--- config.mk ---
export PLATFORM = sky130hd
export DESIGN_NAME = mine_view
export DESIGN_NICKNAME = d
export VERILOG_FILES = /design/src/rtl/mine_pkg.sv /design/src/rtl/block_painter.sv /design/src/rtl/object_table.sv /design/src/rtl/scene_controller.sv /design/src/rtl/game_status.sv /design/src/rtl/mine_view.sv
export SDC_FILE = /design/constraint.sdc
export NUM_CORES = 1
export LEC_CHECK = 0
export ABC_AREA = 1
export BUFFER_PORTS_ARGS = -buffer_cell sky130_fd_sc_hd__buf_4
export CAP_MARGIN = 20
export CORE_MARGIN = 4
export CORE_UTILIZATION = 60
export CTS_BUF_LIST = sky130_fd_sc_hd__clkbuf_8
export DETAILED_ROUTE_END_ITERATION = 16
export GPL_ROUTABILITY_DRIVEN = 0
export HOLD_SLACK_MARGIN = 0.1
export MAX_ROUTING_LAYER = met4
export PLACE_DENSITY = 0.79
export SLEW_MARGIN = 25
export SYNTH_ARGS = -nofsm -noshare
export SYNTH_HDL_FRONTEND = slang
export SYNTH_SLANG_ARGS = --single-unit
--- constraint.sdc ---
create_clock -name clk -period 4.4 [get_ports clk]
set_clock_uncertainty 0.15 [all_clocks]
set_input_delay 0.88 -clock clk [delete_from_list [all_inputs] [get_ports clk]]
set_output_delay 0.88 -clock clk [all_outputs]
set_load 0.01 [all_outputs]
--- src/rtl/mine_pkg.sv ---
/*
 * Shared definitions for the mine scene view:
 *   coordinate, color and score widths and types
 *   object kind and scene phase enums
 *   background color, kind palette and kind score values
 */
package mine_pkg;

	localparam int coord_x_w = 9;
	localparam int coord_y_w = 8;
	localparam int color_w   = 12;
	localparam int score_w   = 10;

	typedef logic [coord_x_w-1:0] coord_x_t;
	typedef logic [coord_y_w-1:0] coord_y_t;
	typedef logic [color_w-1:0]   color_t;
	typedef logic [score_w-1:0]   score_t;

	typedef enum logic [1:0] {
		kind_gold,
		kind_stone,
		kind_diamond
	} obj_kind_t;

	typedef enum logic [2:0] {
		phase_idle,
		phase_background,
		phase_fetch,
		phase_object,
		phase_next
	} scene_phase_t;

	// dark brown soil
	localparam color_t background_color = 12'h531;

	function automatic color_t kind_color(input obj_kind_t kind);
		case (kind)
			kind_gold:    return 12'hfc0;
			kind_stone:   return 12'h888;
			kind_diamond: return 12'h0ef;
			default:      return 12'hf0f;
		endcase
	endfunction

	function automatic score_t kind_value(input obj_kind_t kind);
		case (kind)
			kind_gold:    return 10'd5;
			kind_stone:   return 10'd1;
			kind_diamond: return 10'd10;
			default:      return 10'd0;
		endcase
	endfunction

endpackage

--- src/rtl/block_painter.sv ---
/*
 * block_painter
 *   rectangle rasterizer, one pixel per cycle, x moving fastest
 *   origin and size are latched on start
 */
`timescale 1ns/1ps

module block_painter (
	input  logic              clk,
	input  logic              resetn,
	input  logic              start,
	input  mine_pkg::coord_x_t origin_x,
	input  mine_pkg::coord_y_t origin_y,
	input  mine_pkg::coord_x_t width,
	input  mine_pkg::coord_y_t height,
	output mine_pkg::coord_x_t px_x,
	output mine_pkg::coord_y_t px_y,
	output logic              px_valid,
	output logic              done
);

	mine_pkg::coord_x_t org_x, blk_w, cnt_x;
	mine_pkg::coord_y_t org_y, blk_h, cnt_y;
	logic active;
	logic last_col;

	assign last_col = (cnt_x == blk_w - 1'b1);

	assign px_x     = org_x + cnt_x;
	assign px_y     = org_y + cnt_y;
	assign px_valid = active;
	assign done     = active && last_col && (cnt_y == blk_h - 1'b1);

	// block geometry, held until the next start
	always_ff @(posedge clk) begin
		if (start) begin
			org_x <= origin_x;
			org_y <= origin_y;
			blk_w <= width;
			blk_h <= height;
		end
	end

	always_ff @(posedge clk) begin
		if (!resetn) begin
			active <= 1'b0;
			cnt_x  <= '0;
			cnt_y  <= '0;
		end else if (start) begin
			active <= 1'b1;
			cnt_x  <= '0;
			cnt_y  <= '0;
		end else if (active) begin
			if (done) begin
				active <= 1'b0;
			end else if (last_col) begin
				// wrap to the start of the next row
				cnt_x <= '0;
				cnt_y <= cnt_y + 1'b1;
			end else begin
				cnt_x <= cnt_x + 1'b1;
			end
		end
	end

endmodule

--- src/rtl/object_table.sv ---
/*
 * object_table
 *   per-object position, kind and visibility registers
 *   load port (blocked while locked), collect port, combinational read port
 */
`timescale 1ns/1ps

module object_table #(
	parameter int num_objects = 8
) (
	input  logic                           clk,
	input  logic                           resetn,
	input  logic                           load_en,
	input  logic [$clog2(num_objects)-1:0] load_index,
	input  mine_pkg::coord_x_t             load_x,
	input  mine_pkg::coord_y_t             load_y,
	input  mine_pkg::obj_kind_t            load_kind,
	input  logic                           load_visible,
	input  logic                           locked,
	input  logic                           collect_en,
	input  logic [$clog2(num_objects)-1:0] collect_index,
	input  logic [$clog2(num_objects)-1:0] read_index,
	output mine_pkg::coord_x_t             obj_x,
	output mine_pkg::coord_y_t             obj_y,
	output mine_pkg::obj_kind_t            obj_kind,
	output logic                           obj_visible,
	output logic                           collect_hit,
	output mine_pkg::obj_kind_t            collect_kind
);

	mine_pkg::coord_x_t  x_r    [num_objects];
	mine_pkg::coord_y_t  y_r    [num_objects];
	mine_pkg::obj_kind_t kind_r [num_objects];
	logic [num_objects-1:0] vis_r;
	logic load_ok;

	assign load_ok = load_en && !locked;

	assign obj_x       = x_r[read_index];
	assign obj_y       = y_r[read_index];
	assign obj_kind    = kind_r[read_index];
	assign obj_visible = vis_r[read_index];

	// only a visible object can be collected, and only once
	assign collect_hit  = collect_en && vis_r[collect_index];
	assign collect_kind = kind_r[collect_index];

	always_ff @(posedge clk) begin
		if (load_ok) begin
			x_r[load_index]    <= load_x;
			y_r[load_index]    <= load_y;
			kind_r[load_index] <= load_kind;
		end
	end

	always_ff @(posedge clk) begin
		if (!resetn) begin
			vis_r <= '0;
		end else begin
			if (load_ok) begin
				vis_r[load_index] <= load_visible;
			end
			// collect wins over a load to the same slot
			if (collect_hit) begin
				vis_r[collect_index] <= 1'b0;
			end
		end
	end

endmodule

--- src/rtl/scene_controller.sv ---
/*
 * scene_controller
 *   frame FSM: background fill, then one block per visible object
 *   object index walk and block color selection
 *   registered pixel outputs
 */
`timescale 1ns/1ps

module scene_controller #(
	parameter int num_objects = 8,
	parameter int screen_w    = 320,
	parameter int screen_h    = 240,
	parameter int block_size  = 16
) (
	input  logic                           clk,
	input  logic                           resetn,
	input  logic                           go,
	input  logic                           game_end,
	input  mine_pkg::coord_x_t             obj_x,
	input  mine_pkg::coord_y_t             obj_y,
	input  mine_pkg::obj_kind_t            obj_kind,
	input  logic                           obj_visible,
	input  mine_pkg::coord_x_t             px_x,
	input  mine_pkg::coord_y_t             px_y,
	input  logic                           px_valid,
	input  logic                           painter_done,
	output logic                           painter_start,
	output mine_pkg::coord_x_t             origin_x,
	output mine_pkg::coord_y_t             origin_y,
	output mine_pkg::coord_x_t             width,
	output mine_pkg::coord_y_t             height,
	output logic [$clog2(num_objects)-1:0] read_index,
	output logic                           frame_start,
	output logic                           busy,
	output mine_pkg::coord_x_t             x_out,
	output mine_pkg::coord_y_t             y_out,
	output mine_pkg::color_t               color_out,
	output logic                           write_en
);

	localparam int idx_w = $clog2(num_objects);

	mine_pkg::scene_phase_t phase;
	logic [idx_w-1:0] obj_idx;
	mine_pkg::color_t cur_color;
	logic accept;
	logic last_obj;

	assign accept   = (phase == mine_pkg::phase_idle) && go && !game_end;
	assign last_obj = (obj_idx == idx_w'(num_objects - 1));

	assign read_index  = obj_idx;
	assign frame_start = accept;
	// phase_next covers the cycle of the last registered pixel
	assign busy = (phase != mine_pkg::phase_idle);

	always_comb begin
		painter_start = 1'b0;
		origin_x      = '0;
		origin_y      = '0;
		width         = mine_pkg::coord_x_t'(screen_w);
		height        = mine_pkg::coord_y_t'(screen_h);
		if (accept) begin
			// full screen fill from 0,0
			painter_start = 1'b1;
		end else if (phase == mine_pkg::phase_fetch && obj_visible) begin
			painter_start = 1'b1;
			origin_x      = obj_x;
			origin_y      = obj_y;
			width         = mine_pkg::coord_x_t'(block_size);
			height        = mine_pkg::coord_y_t'(block_size);
		end
	end

	always_ff @(posedge clk) begin
		if (!resetn) begin
			phase   <= mine_pkg::phase_idle;
			obj_idx <= '0;
		end else begin
			case (phase)
				mine_pkg::phase_idle: begin
					if (accept) begin
						phase   <= mine_pkg::phase_background;
						obj_idx <= '0;
					end
				end
				mine_pkg::phase_background: begin
					if (painter_done) begin
						phase <= mine_pkg::phase_fetch;
					end
				end
				mine_pkg::phase_fetch: begin
					// invisible objects skip straight on
					if (obj_visible) begin
						phase <= mine_pkg::phase_object;
					end else begin
						phase <= mine_pkg::phase_next;
					end
				end
				mine_pkg::phase_object: begin
					if (painter_done) begin
						phase <= mine_pkg::phase_next;
					end
				end
				mine_pkg::phase_next: begin
					if (last_obj) begin
						phase <= mine_pkg::phase_idle;
					end else begin
						obj_idx <= obj_idx + 1'b1;
						phase   <= mine_pkg::phase_fetch;
					end
				end
				default: phase <= mine_pkg::phase_idle;
			endcase
		end
	end

	// color of the block currently being painted
	always_ff @(posedge clk) begin
		if (accept) begin
			cur_color <= mine_pkg::background_color;
		end else if (phase == mine_pkg::phase_fetch) begin
			cur_color <= mine_pkg::kind_color(obj_kind);
		end
	end

	// output stage, one cycle behind the painter
	always_ff @(posedge clk) begin
		x_out     <= px_x;
		y_out     <= px_y;
		color_out <= cur_color;
	end

	always_ff @(posedge clk) begin
		if (!resetn) begin
			write_en <= 1'b0;
		end else begin
			write_en <= px_valid;
		end
	end

endmodule

--- src/rtl/game_status.sv ---
/*
 * game_status
 *   tick prescaler and seconds countdown, started by the first frame
 *   score accumulator for collected objects
 *   next level flag and game end
 */
`timescale 1ns/1ps

module game_status #(
	parameter int tick_cycles  = 50_000_000,
	parameter int game_seconds = 60,
	parameter int goal         = 50
) (
	input  logic                clk,
	input  logic                resetn,
	input  logic                frame_start,
	input  logic                collect_hit,
	input  mine_pkg::obj_kind_t collect_kind,
	output mine_pkg::score_t    score,
	output logic [7:0]          time_left,
	output logic                next_level,
	output logic                game_end
);

	localparam int tick_w = (tick_cycles > 1) ? $clog2(tick_cycles) : 1;

	logic [tick_w-1:0] tick_cnt;
	logic running;
	logic tick;

	assign tick     = (tick_cnt == tick_w'(tick_cycles - 1));
	assign game_end = (time_left == 8'd0);

	always_ff @(posedge clk) begin
		if (!resetn) begin
			running <= 1'b0;
		end else if (frame_start) begin
			running <= 1'b1;
		end
	end

	// countdown freezes once it hits zero
	always_ff @(posedge clk) begin
		if (!resetn) begin
			tick_cnt  <= '0;
			time_left <= 8'(game_seconds);
		end else if (running && !game_end) begin
			if (tick) begin
				tick_cnt  <= '0;
				time_left <= time_left - 8'd1;
			end else begin
				tick_cnt <= tick_cnt + 1'b1;
			end
		end
	end

	always_ff @(posedge clk) begin
		if (!resetn) begin
			score      <= '0;
			next_level <= 1'b0;
		end else begin
			if (collect_hit) begin
				score <= score + mine_pkg::kind_value(collect_kind);
			end
			next_level <= (score >= mine_pkg::score_t'(goal));
		end
	end

endmodule

--- src/rtl/mine_view.sv ---
/*
 * mine_view
 *   top level of the scene view
 *   object table, scene FSM, block painter and game status
 */
`timescale 1ns/1ps

module mine_view #(
	parameter int num_objects  = 8,
	parameter int screen_w     = 320,
	parameter int screen_h     = 240,
	parameter int block_size   = 16,
	parameter int tick_cycles  = 50_000_000,
	parameter int game_seconds = 60,
	parameter int goal         = 50
) (
	input  logic                           clk,
	input  logic                           resetn,
	input  logic                           go,
	input  logic                           load_en,
	input  logic [$clog2(num_objects)-1:0] load_index,
	input  mine_pkg::coord_x_t             load_x,
	input  mine_pkg::coord_y_t             load_y,
	input  mine_pkg::obj_kind_t            load_kind,
	input  logic                           load_visible,
	input  logic                           collect_en,
	input  logic [$clog2(num_objects)-1:0] collect_index,
	output mine_pkg::coord_x_t             x_out,
	output mine_pkg::coord_y_t             y_out,
	output mine_pkg::color_t               color_out,
	output logic                           write_en,
	output logic                           busy,
	output mine_pkg::score_t               score,
	output logic [7:0]                     time_left,
	output logic                           next_level,
	output logic                           game_end
);

	localparam int idx_w = $clog2(num_objects);

	logic [idx_w-1:0] read_index;
	mine_pkg::coord_x_t obj_x, origin_x, width, px_x;
	mine_pkg::coord_y_t obj_y, origin_y, height, px_y;
	mine_pkg::obj_kind_t obj_kind, collect_kind;
	logic obj_visible, collect_hit, frame_start;
	logic painter_start, px_valid, painter_done;

	// table is frozen for the whole frame
	object_table #(
		.num_objects(num_objects)
	) i_object_table (
		.clk(clk),
		.resetn(resetn),
		.load_en(load_en),
		.load_index(load_index),
		.load_x(load_x),
		.load_y(load_y),
		.load_kind(load_kind),
		.load_visible(load_visible),
		.locked(busy),
		.collect_en(collect_en),
		.collect_index(collect_index),
		.read_index(read_index),
		.obj_x(obj_x),
		.obj_y(obj_y),
		.obj_kind(obj_kind),
		.obj_visible(obj_visible),
		.collect_hit(collect_hit),
		.collect_kind(collect_kind)
	);

	scene_controller #(
		.num_objects(num_objects),
		.screen_w(screen_w),
		.screen_h(screen_h),
		.block_size(block_size)
	) i_scene_controller (
		.clk(clk),
		.resetn(resetn),
		.go(go),
		.game_end(game_end),
		.obj_x(obj_x),
		.obj_y(obj_y),
		.obj_kind(obj_kind),
		.obj_visible(obj_visible),
		.px_x(px_x),
		.px_y(px_y),
		.px_valid(px_valid),
		.painter_done(painter_done),
		.painter_start(painter_start),
		.origin_x(origin_x),
		.origin_y(origin_y),
		.width(width),
		.height(height),
		.read_index(read_index),
		.frame_start(frame_start),
		.busy(busy),
		.x_out(x_out),
		.y_out(y_out),
		.color_out(color_out),
		.write_en(write_en)
	);

	block_painter i_block_painter (
		.clk(clk),
		.resetn(resetn),
		.start(painter_start),
		.origin_x(origin_x),
		.origin_y(origin_y),
		.width(width),
		.height(height),
		.px_x(px_x),
		.px_y(px_y),
		.px_valid(px_valid),
		.done(painter_done)
	);

	game_status #(
		.tick_cycles(tick_cycles),
		.game_seconds(game_seconds),
		.goal(goal)
	) i_game_status (
		.clk(clk),
		.resetn(resetn),
		.frame_start(frame_start),
		.collect_hit(collect_hit),
		.collect_kind(collect_kind),
		.score(score),
		.time_left(time_left),
		.next_level(next_level),
		.game_end(game_end)
	);

endmodule

## Word level (Yosys, flattened, before mapping)

Memories as Yosys holds them, arrays and structs flattened. A register that Yosys moved wholly into a read port is not among the register bits.
Cells that the tools add are included.

| word-level totals | value |
|---|---|
| memory bits (writable) | 152 |
| output and inout port bits | 51 |
| memories | 3 |
| bits in registers | 137 |
| logic and storage cells | 121 |

| operators by class | value |
|---|---|
| bitwise logic cells | 5 |
| muxes and demuxes | 38 |
| order comparisons | 6 |
| $add $sub $neg | 10 |
| eq/ne operators | 16 |
| reduce and logical (&&, ||, !) cells | 25 |

Memory list:

| name | words | width | rd ports | clocked after memory_dff | wr ports | RTL line | source |
|---|---|---|---|---|---|---|---|
| i_object_table.x_r | 8 | 9 | 1 | 1 | 1 | object_table.sv:31 | `mine_pkg::coord_x_t x_r [num_objects];` |
| i_object_table.y_r | 8 | 8 | 1 | 1 | 1 | object_table.sv:32 | `mine_pkg::coord_y_t y_r [num_objects];` |
| i_object_table.kind_r | 8 | 2 | 2 | 1 | 1 | object_table.sv:33 | `mine_pkg::obj_kind_t kind_r [num_objects];` |

Operators by type and width:

| operator | count |
|---|---|
| case mux 12 bit (3 select lines) | 1 |
| 2-to-1 mux 8 bit | 4 |
| adder 26 x 1 -> 26 bit, second input constant | 1 |
| equality test 26 bit, second input constant | 1 |
| 2-to-1 mux 26 bit | 1 |
| 2-to-1 mux 3 bit | 8 |
| 2-to-1 mux 10 bit | 2 |
| 2-to-1 mux 9 bit | 2 |
| subtractor 8 x 1 -> 8 bit, second input constant | 2 |
| case mux 3 bit (5 select lines) | 1 |
| < comparator 3 x 4 -> 1 bit, second input constant | 3 |
| case mux 4 bit (3 select lines) | 1 |
| 2-to-1 mux 1 bit | 11 |
| adder 10 bit | 1 |
| greater-or-equal comparator 10 x 6 -> 1 bit, second input constant | 1 |
| logical AND 1 bit | 10 |
| adder 9 x 1 -> 9 bit, second input constant | 1 |
| adder 9 bit | 1 |
| equality test 9 bit | 1 |
| AND reduction 3 bit | 3 |
| subtractor 9 x 1 -> 9 bit, second input constant | 1 |
| adder 8 x 1 -> 8 bit, second input constant | 1 |
| adder 8 bit | 1 |
| AND 8 bit | 1 |
| 25 further kinds | 40 |

## Logic depth before layout (Yosys ltp)

| logic depth | value |
|---|---|
| word-level depth | 9 |
| depth in mapped cells | 20 |

## Modules after synthesis

A second synthesis with hierarchy kept.

| unflattened totals | value |
|---|---|
| cells, all modules | 1640 |
| area total of the unflattened synthesis | 14657.8 um^2 |

Modules (own cells, without submodules):

| module | times used | cells each | area each (um^2) | sequential area each (um^2) |
|---|---|---|---|---|
| object_table | 1 | 592 | 6764.0 | 4724.5 |
| block_painter | 1 | 438 | 3465.8 | 1381.3 |
| game_status | 1 | 428 | 2797.7 | 920.9 |
| scene_controller | 1 | 182 | 1630.3 | 880.8 |

## Worst setup path before layout

OpenSTA, ideal clock, no wires.

| timing path | value |
|---|---|
| kind | input to register |
| from | in collect_index[0] |
| to | reg i_game_status.score[8] |
| library setup time | 0.134 ns |
| stages on the path | 19 |
| slack | 1.347 ns |
| data arrival time | 2.769 ns |
| cells stage by stage | buf_4 -> inv_1 -> nand3_1 -> inv_1 -> nand2_1 -> o21ai_0 -> inv_1 -> nand4_1 -> inv_1 -> nor2_1 -> inv_1 -> fa_1 -> inv_1 -> nand3_1 -> nand2_1 -> nand4_1 -> xnor2_1 -> nand2_1 -> a21oi_1 |

| on the way | value |
|---|---|
| word-level cells in the longest chain between the ends | 6 |

Ends and longest elaborated chain:

| element | RTL line | source |
|---|---|---|
| start, declared | mine_view.sv:27 | `input logic [$clog2(num_objects)-1:0] collect_index,` |
| memory (8 x 2 bit) | -- |  |
| equality test 2 bit, or another cell as far along | mine_pkg.sv:46 | `case (kind)` |
| case mux 4 bit (3 select lines) | mine_pkg.sv:46 |  |
| 2-to-1 mux 10 bit | game_status.sv:62 | `if (collect_hit) begin` |
| 2-to-1 mux 10 bit | game_status.sv:58 | `if (!resetn) begin` |
| adder 10 bit | game_status.sv:63 | `score <= score + mine_pkg::kind_value(collect_kind);` |
| end signal, assigned | game_status.sv:63 |  |
| end, declared | game_status.sv:19 | `output mine_pkg::score_t score,` |

Several ways; a longest one is shown, not always the timed one. The select of a mux whose other input is x is not followed.
A chain may end at the register's enable or synchronous reset.

## Final worst setup path

| timing path | value |
|---|---|
| from | in collect_index[1] |
| to | reg i_game_status.score[8] |

Same word-level chain as after synthesis.

==> out/qor.txt <==
setup tns final = 0 ns
initial antenna violation count = 1
syn nets = 1477
die height = 156 um
final instance area = 15000 sq um
R2R Path Start = i_scene_controller.read_index[2]
Worst Setup EP = i_game_status.score[8]
Mean Syn Cell Area = 9.36 sq um
post-synthesis cell type count = 42
Crit-path slowest cell = fa_1
nets@finish = 1576
routed wire length = 28.8 mm
root buf cell = clkbuf_8
vias in the first global route = 9757
Sink Count = 290
Yosys top cell area share = 38.9%
Crit. End Element = register
synth top area cells = edfxtp_1, dfxtp_1, nand2_1
Synth Register Bits = 290
Synth area leader = edfxtp_1
final setup vio count = 0
relative slew slack = 38.9%
crit path time final = 2.88 ns
Post CTS Setup Buffer Count = 0
cts hold-fix bufs = 0
Critical R2R Capture = i_block_painter.cnt_y[3]
final worst slack = 1.52 ns
worst hold path type = register to register
register area share after synthesis = 57.0%
CTS tree = done
max cap viols = 0
Critical path origin = collect_index[1]
post_cts resized = 0
Main synth FF type = edfxtp_1
Most Crowded Layer GR = met2
Congestion Overflow GR = 0
critical path type = primary input to register
Cells after Synth = 1410
met1 Track Usage GR = 33.2%
Initial Util = 61.8%
routed len/inst = 15.8 um
first-pass GRT wire length = 47.4 mm
Worst R2R Setup Slack = 1.56 ns
slew of the pin with the lowest slew margin = 0.915 ns
Highest Clock Rate = 347 MHz
period utilization = 65.5%
CP cell instances = buf_4, inv_1, nand3_1, o21ai_0, inv_1, nand4_1, inv_1, nor2_1, inv_1, fa_1, inv_1, nand3_1, nand2_1, nand4_1, xnor2_1, nand2_1, a21oi_1
Die Width = 156 um
Post-synth EDFFs = 171
reg2reg path depth = 7
met3 GRT Util = 4.42%
status = complete, no violations
later-pin clock latency in the skew report = 0.58 ns
WP depth = 17
critical path data required time = 4.75 ns
synthesized area = 13200 sq um
Max Slew Vio Count = 0
Synth Warn # = 0
Crit path max-delay family = simple AND/OR/NAND/NOR gates
CTS buffer count = 47
Longest Clk Path Bufs = 3
largest net degree at the start of global routing = 71
Max VDD drop = 0.000242 V
Iteration-0 DRC Markers = 831
count leader, synth = nand2_1
Routed Antenna Nets = 0
Die Area = 24400 sq um
RSZ-0062 raised after global routing = no
H-tree depth = 2
commonest cells in the netlist = nand2_1, nor2_1, edfxtp_1
Setup WS pre-CTS = 0.960 ns
routed vias = 10100
Async SR Flop Fraction = 0%
Area Overhead vs Synth = 14.1%
layout cells sized above 1 = 14.4%
DRT Pass-1 Iters = 6
hpwl dp = 18.9 mm
global routing usage on met2 = 37.4%
Worst-path clk slew = 0.06 ns
gr usage total = 24.4%
final hold viol count = 0
port bufs = 81
pwr dens = 396 nW/um^2
core area = 21400 sq um
most used cell, CP = inv_1
# DRC = 0
Vias/cell = 5.56
crit path DAT = 3.23 ns
WP buf/inv = 6
Site Rows = 53
Pleak = 5.92 nW
Worst setup SP type = primary input
slowest stage delay, CP = 0.45 ns
Post-Place Cell Area = 14000 sq um
# IOs = 82
CP max FO = 7
[per-stage QoR]
step	std cells	utilization (%)	power, mW	hold slack [ns]
2_1_floorplan	1410	-	3.43	0.181
3_3_place_gp	1735	65.8	3.62	0.188
3_5_place_dp	1735	65.8	3.64	0.189
4_1_cts	1823	70.4	6.01	0.195
5_1_grt	1824	70.5	6.21	0.210
6_report	1824	70.5	5.96	0.202
[state kept, by name (all words and copies together) (netlist names), 8 cells and up, named ones only]
register                      flops
i_object_table.x_r               72
i_object_table.y_r               64
i_game_status.tick_cnt           26
i_object_table.kind_r            16
i_game_status.score              10
i_scene_controller.color_out     10
i_scene_controller.cur_color     10
i_block_painter.cnt_x             9
i_block_painter.org_x             9
i_scene_controller.x_out          9
i_block_painter.cnt_y             8
i_block_painter.org_y             8
i_game_status.time_left           8
i_object_table.vis_r              8
i_scene_controller.y_out          8
[where the power goes]
group | internal, mW | total (mW) | leakage (nW) | switching [mW]
clock | 1.31 | 2.38 | 0.570 | 1.06
sequential | 2.98 | 3.04 | 2.53 | 0.0598
combinational | 0.187 | 0.550 | 2.82 | 0.363
[cell usage in the layout, fill, tap and decap left out, drive strengths merged, types with 33 or more instances in the layout]
cell type / instances
clkbuf: 54
dfxtp: 119
nor2: 188
inv: 151
ha: 33
o21ai: 110
nand3: 64
edfxtp: 171
buf: 95
o22ai: 38
nand2: 281
a21oi: 93
nand4: 33
[worst reg2reg max path: cells and delay by family, from the launching register on]
family,cells,cell delay (ns)
compound gates,1,0.07
buf+inv,2,0.32
flops,1,0.89
simple gates,4,1.28
[final cells by class]
type	count	area, sq um
well taps	275	344
multi-input cells	938	4960
repair buffers	95	713
clock inverters	34	249
clock buffers	54	743
fillers	1564	6300
diodes	1	2.50
inverters	137	517
flip-flops and latches	290	7520
[routing by layer]
layer | routed length (um) | part of all wire [%]
met5 | 0 | 0
met4 | 656 | 2.3
met3 | 2380 | 8.3
met2 | 13400 | 47
met1 | 12300 | 43
[worst min path at each step]
stage               slack [ns]  cells after the start                              end                       startpoint
floorplan                 0.18                      0  i_scene_controller.color_out[0]  i_scene_controller.cur_color[0]
global placement          0.19                      0  i_scene_controller.color_out[4]  i_scene_controller.cur_color[4]
detailed placement        0.19                      0  i_scene_controller.color_out[5]  i_scene_controller.cur_color[5]
CTS                       0.19                      0  i_scene_controller.color_out[5]  i_scene_controller.cur_color[5]
global route              0.21                      0  i_scene_controller.color_out[2]  i_scene_controller.cur_color[2]
finish                    0.20                      0  i_scene_controller.color_out[9]  i_scene_controller.cur_color[9]
[kinds of logic after synthesis]
logic type      after synthesis  share of synthesized area, %
compound gates              265                          10.9
xor+xnor                     43                          2.85
fa+ha+maj                    36                          3.59
buf+inv                     182                          5.66
flops                       290                          57.0
simple gates                594                          20.0
No activity file was read; power rests on OpenSTA's default activity.
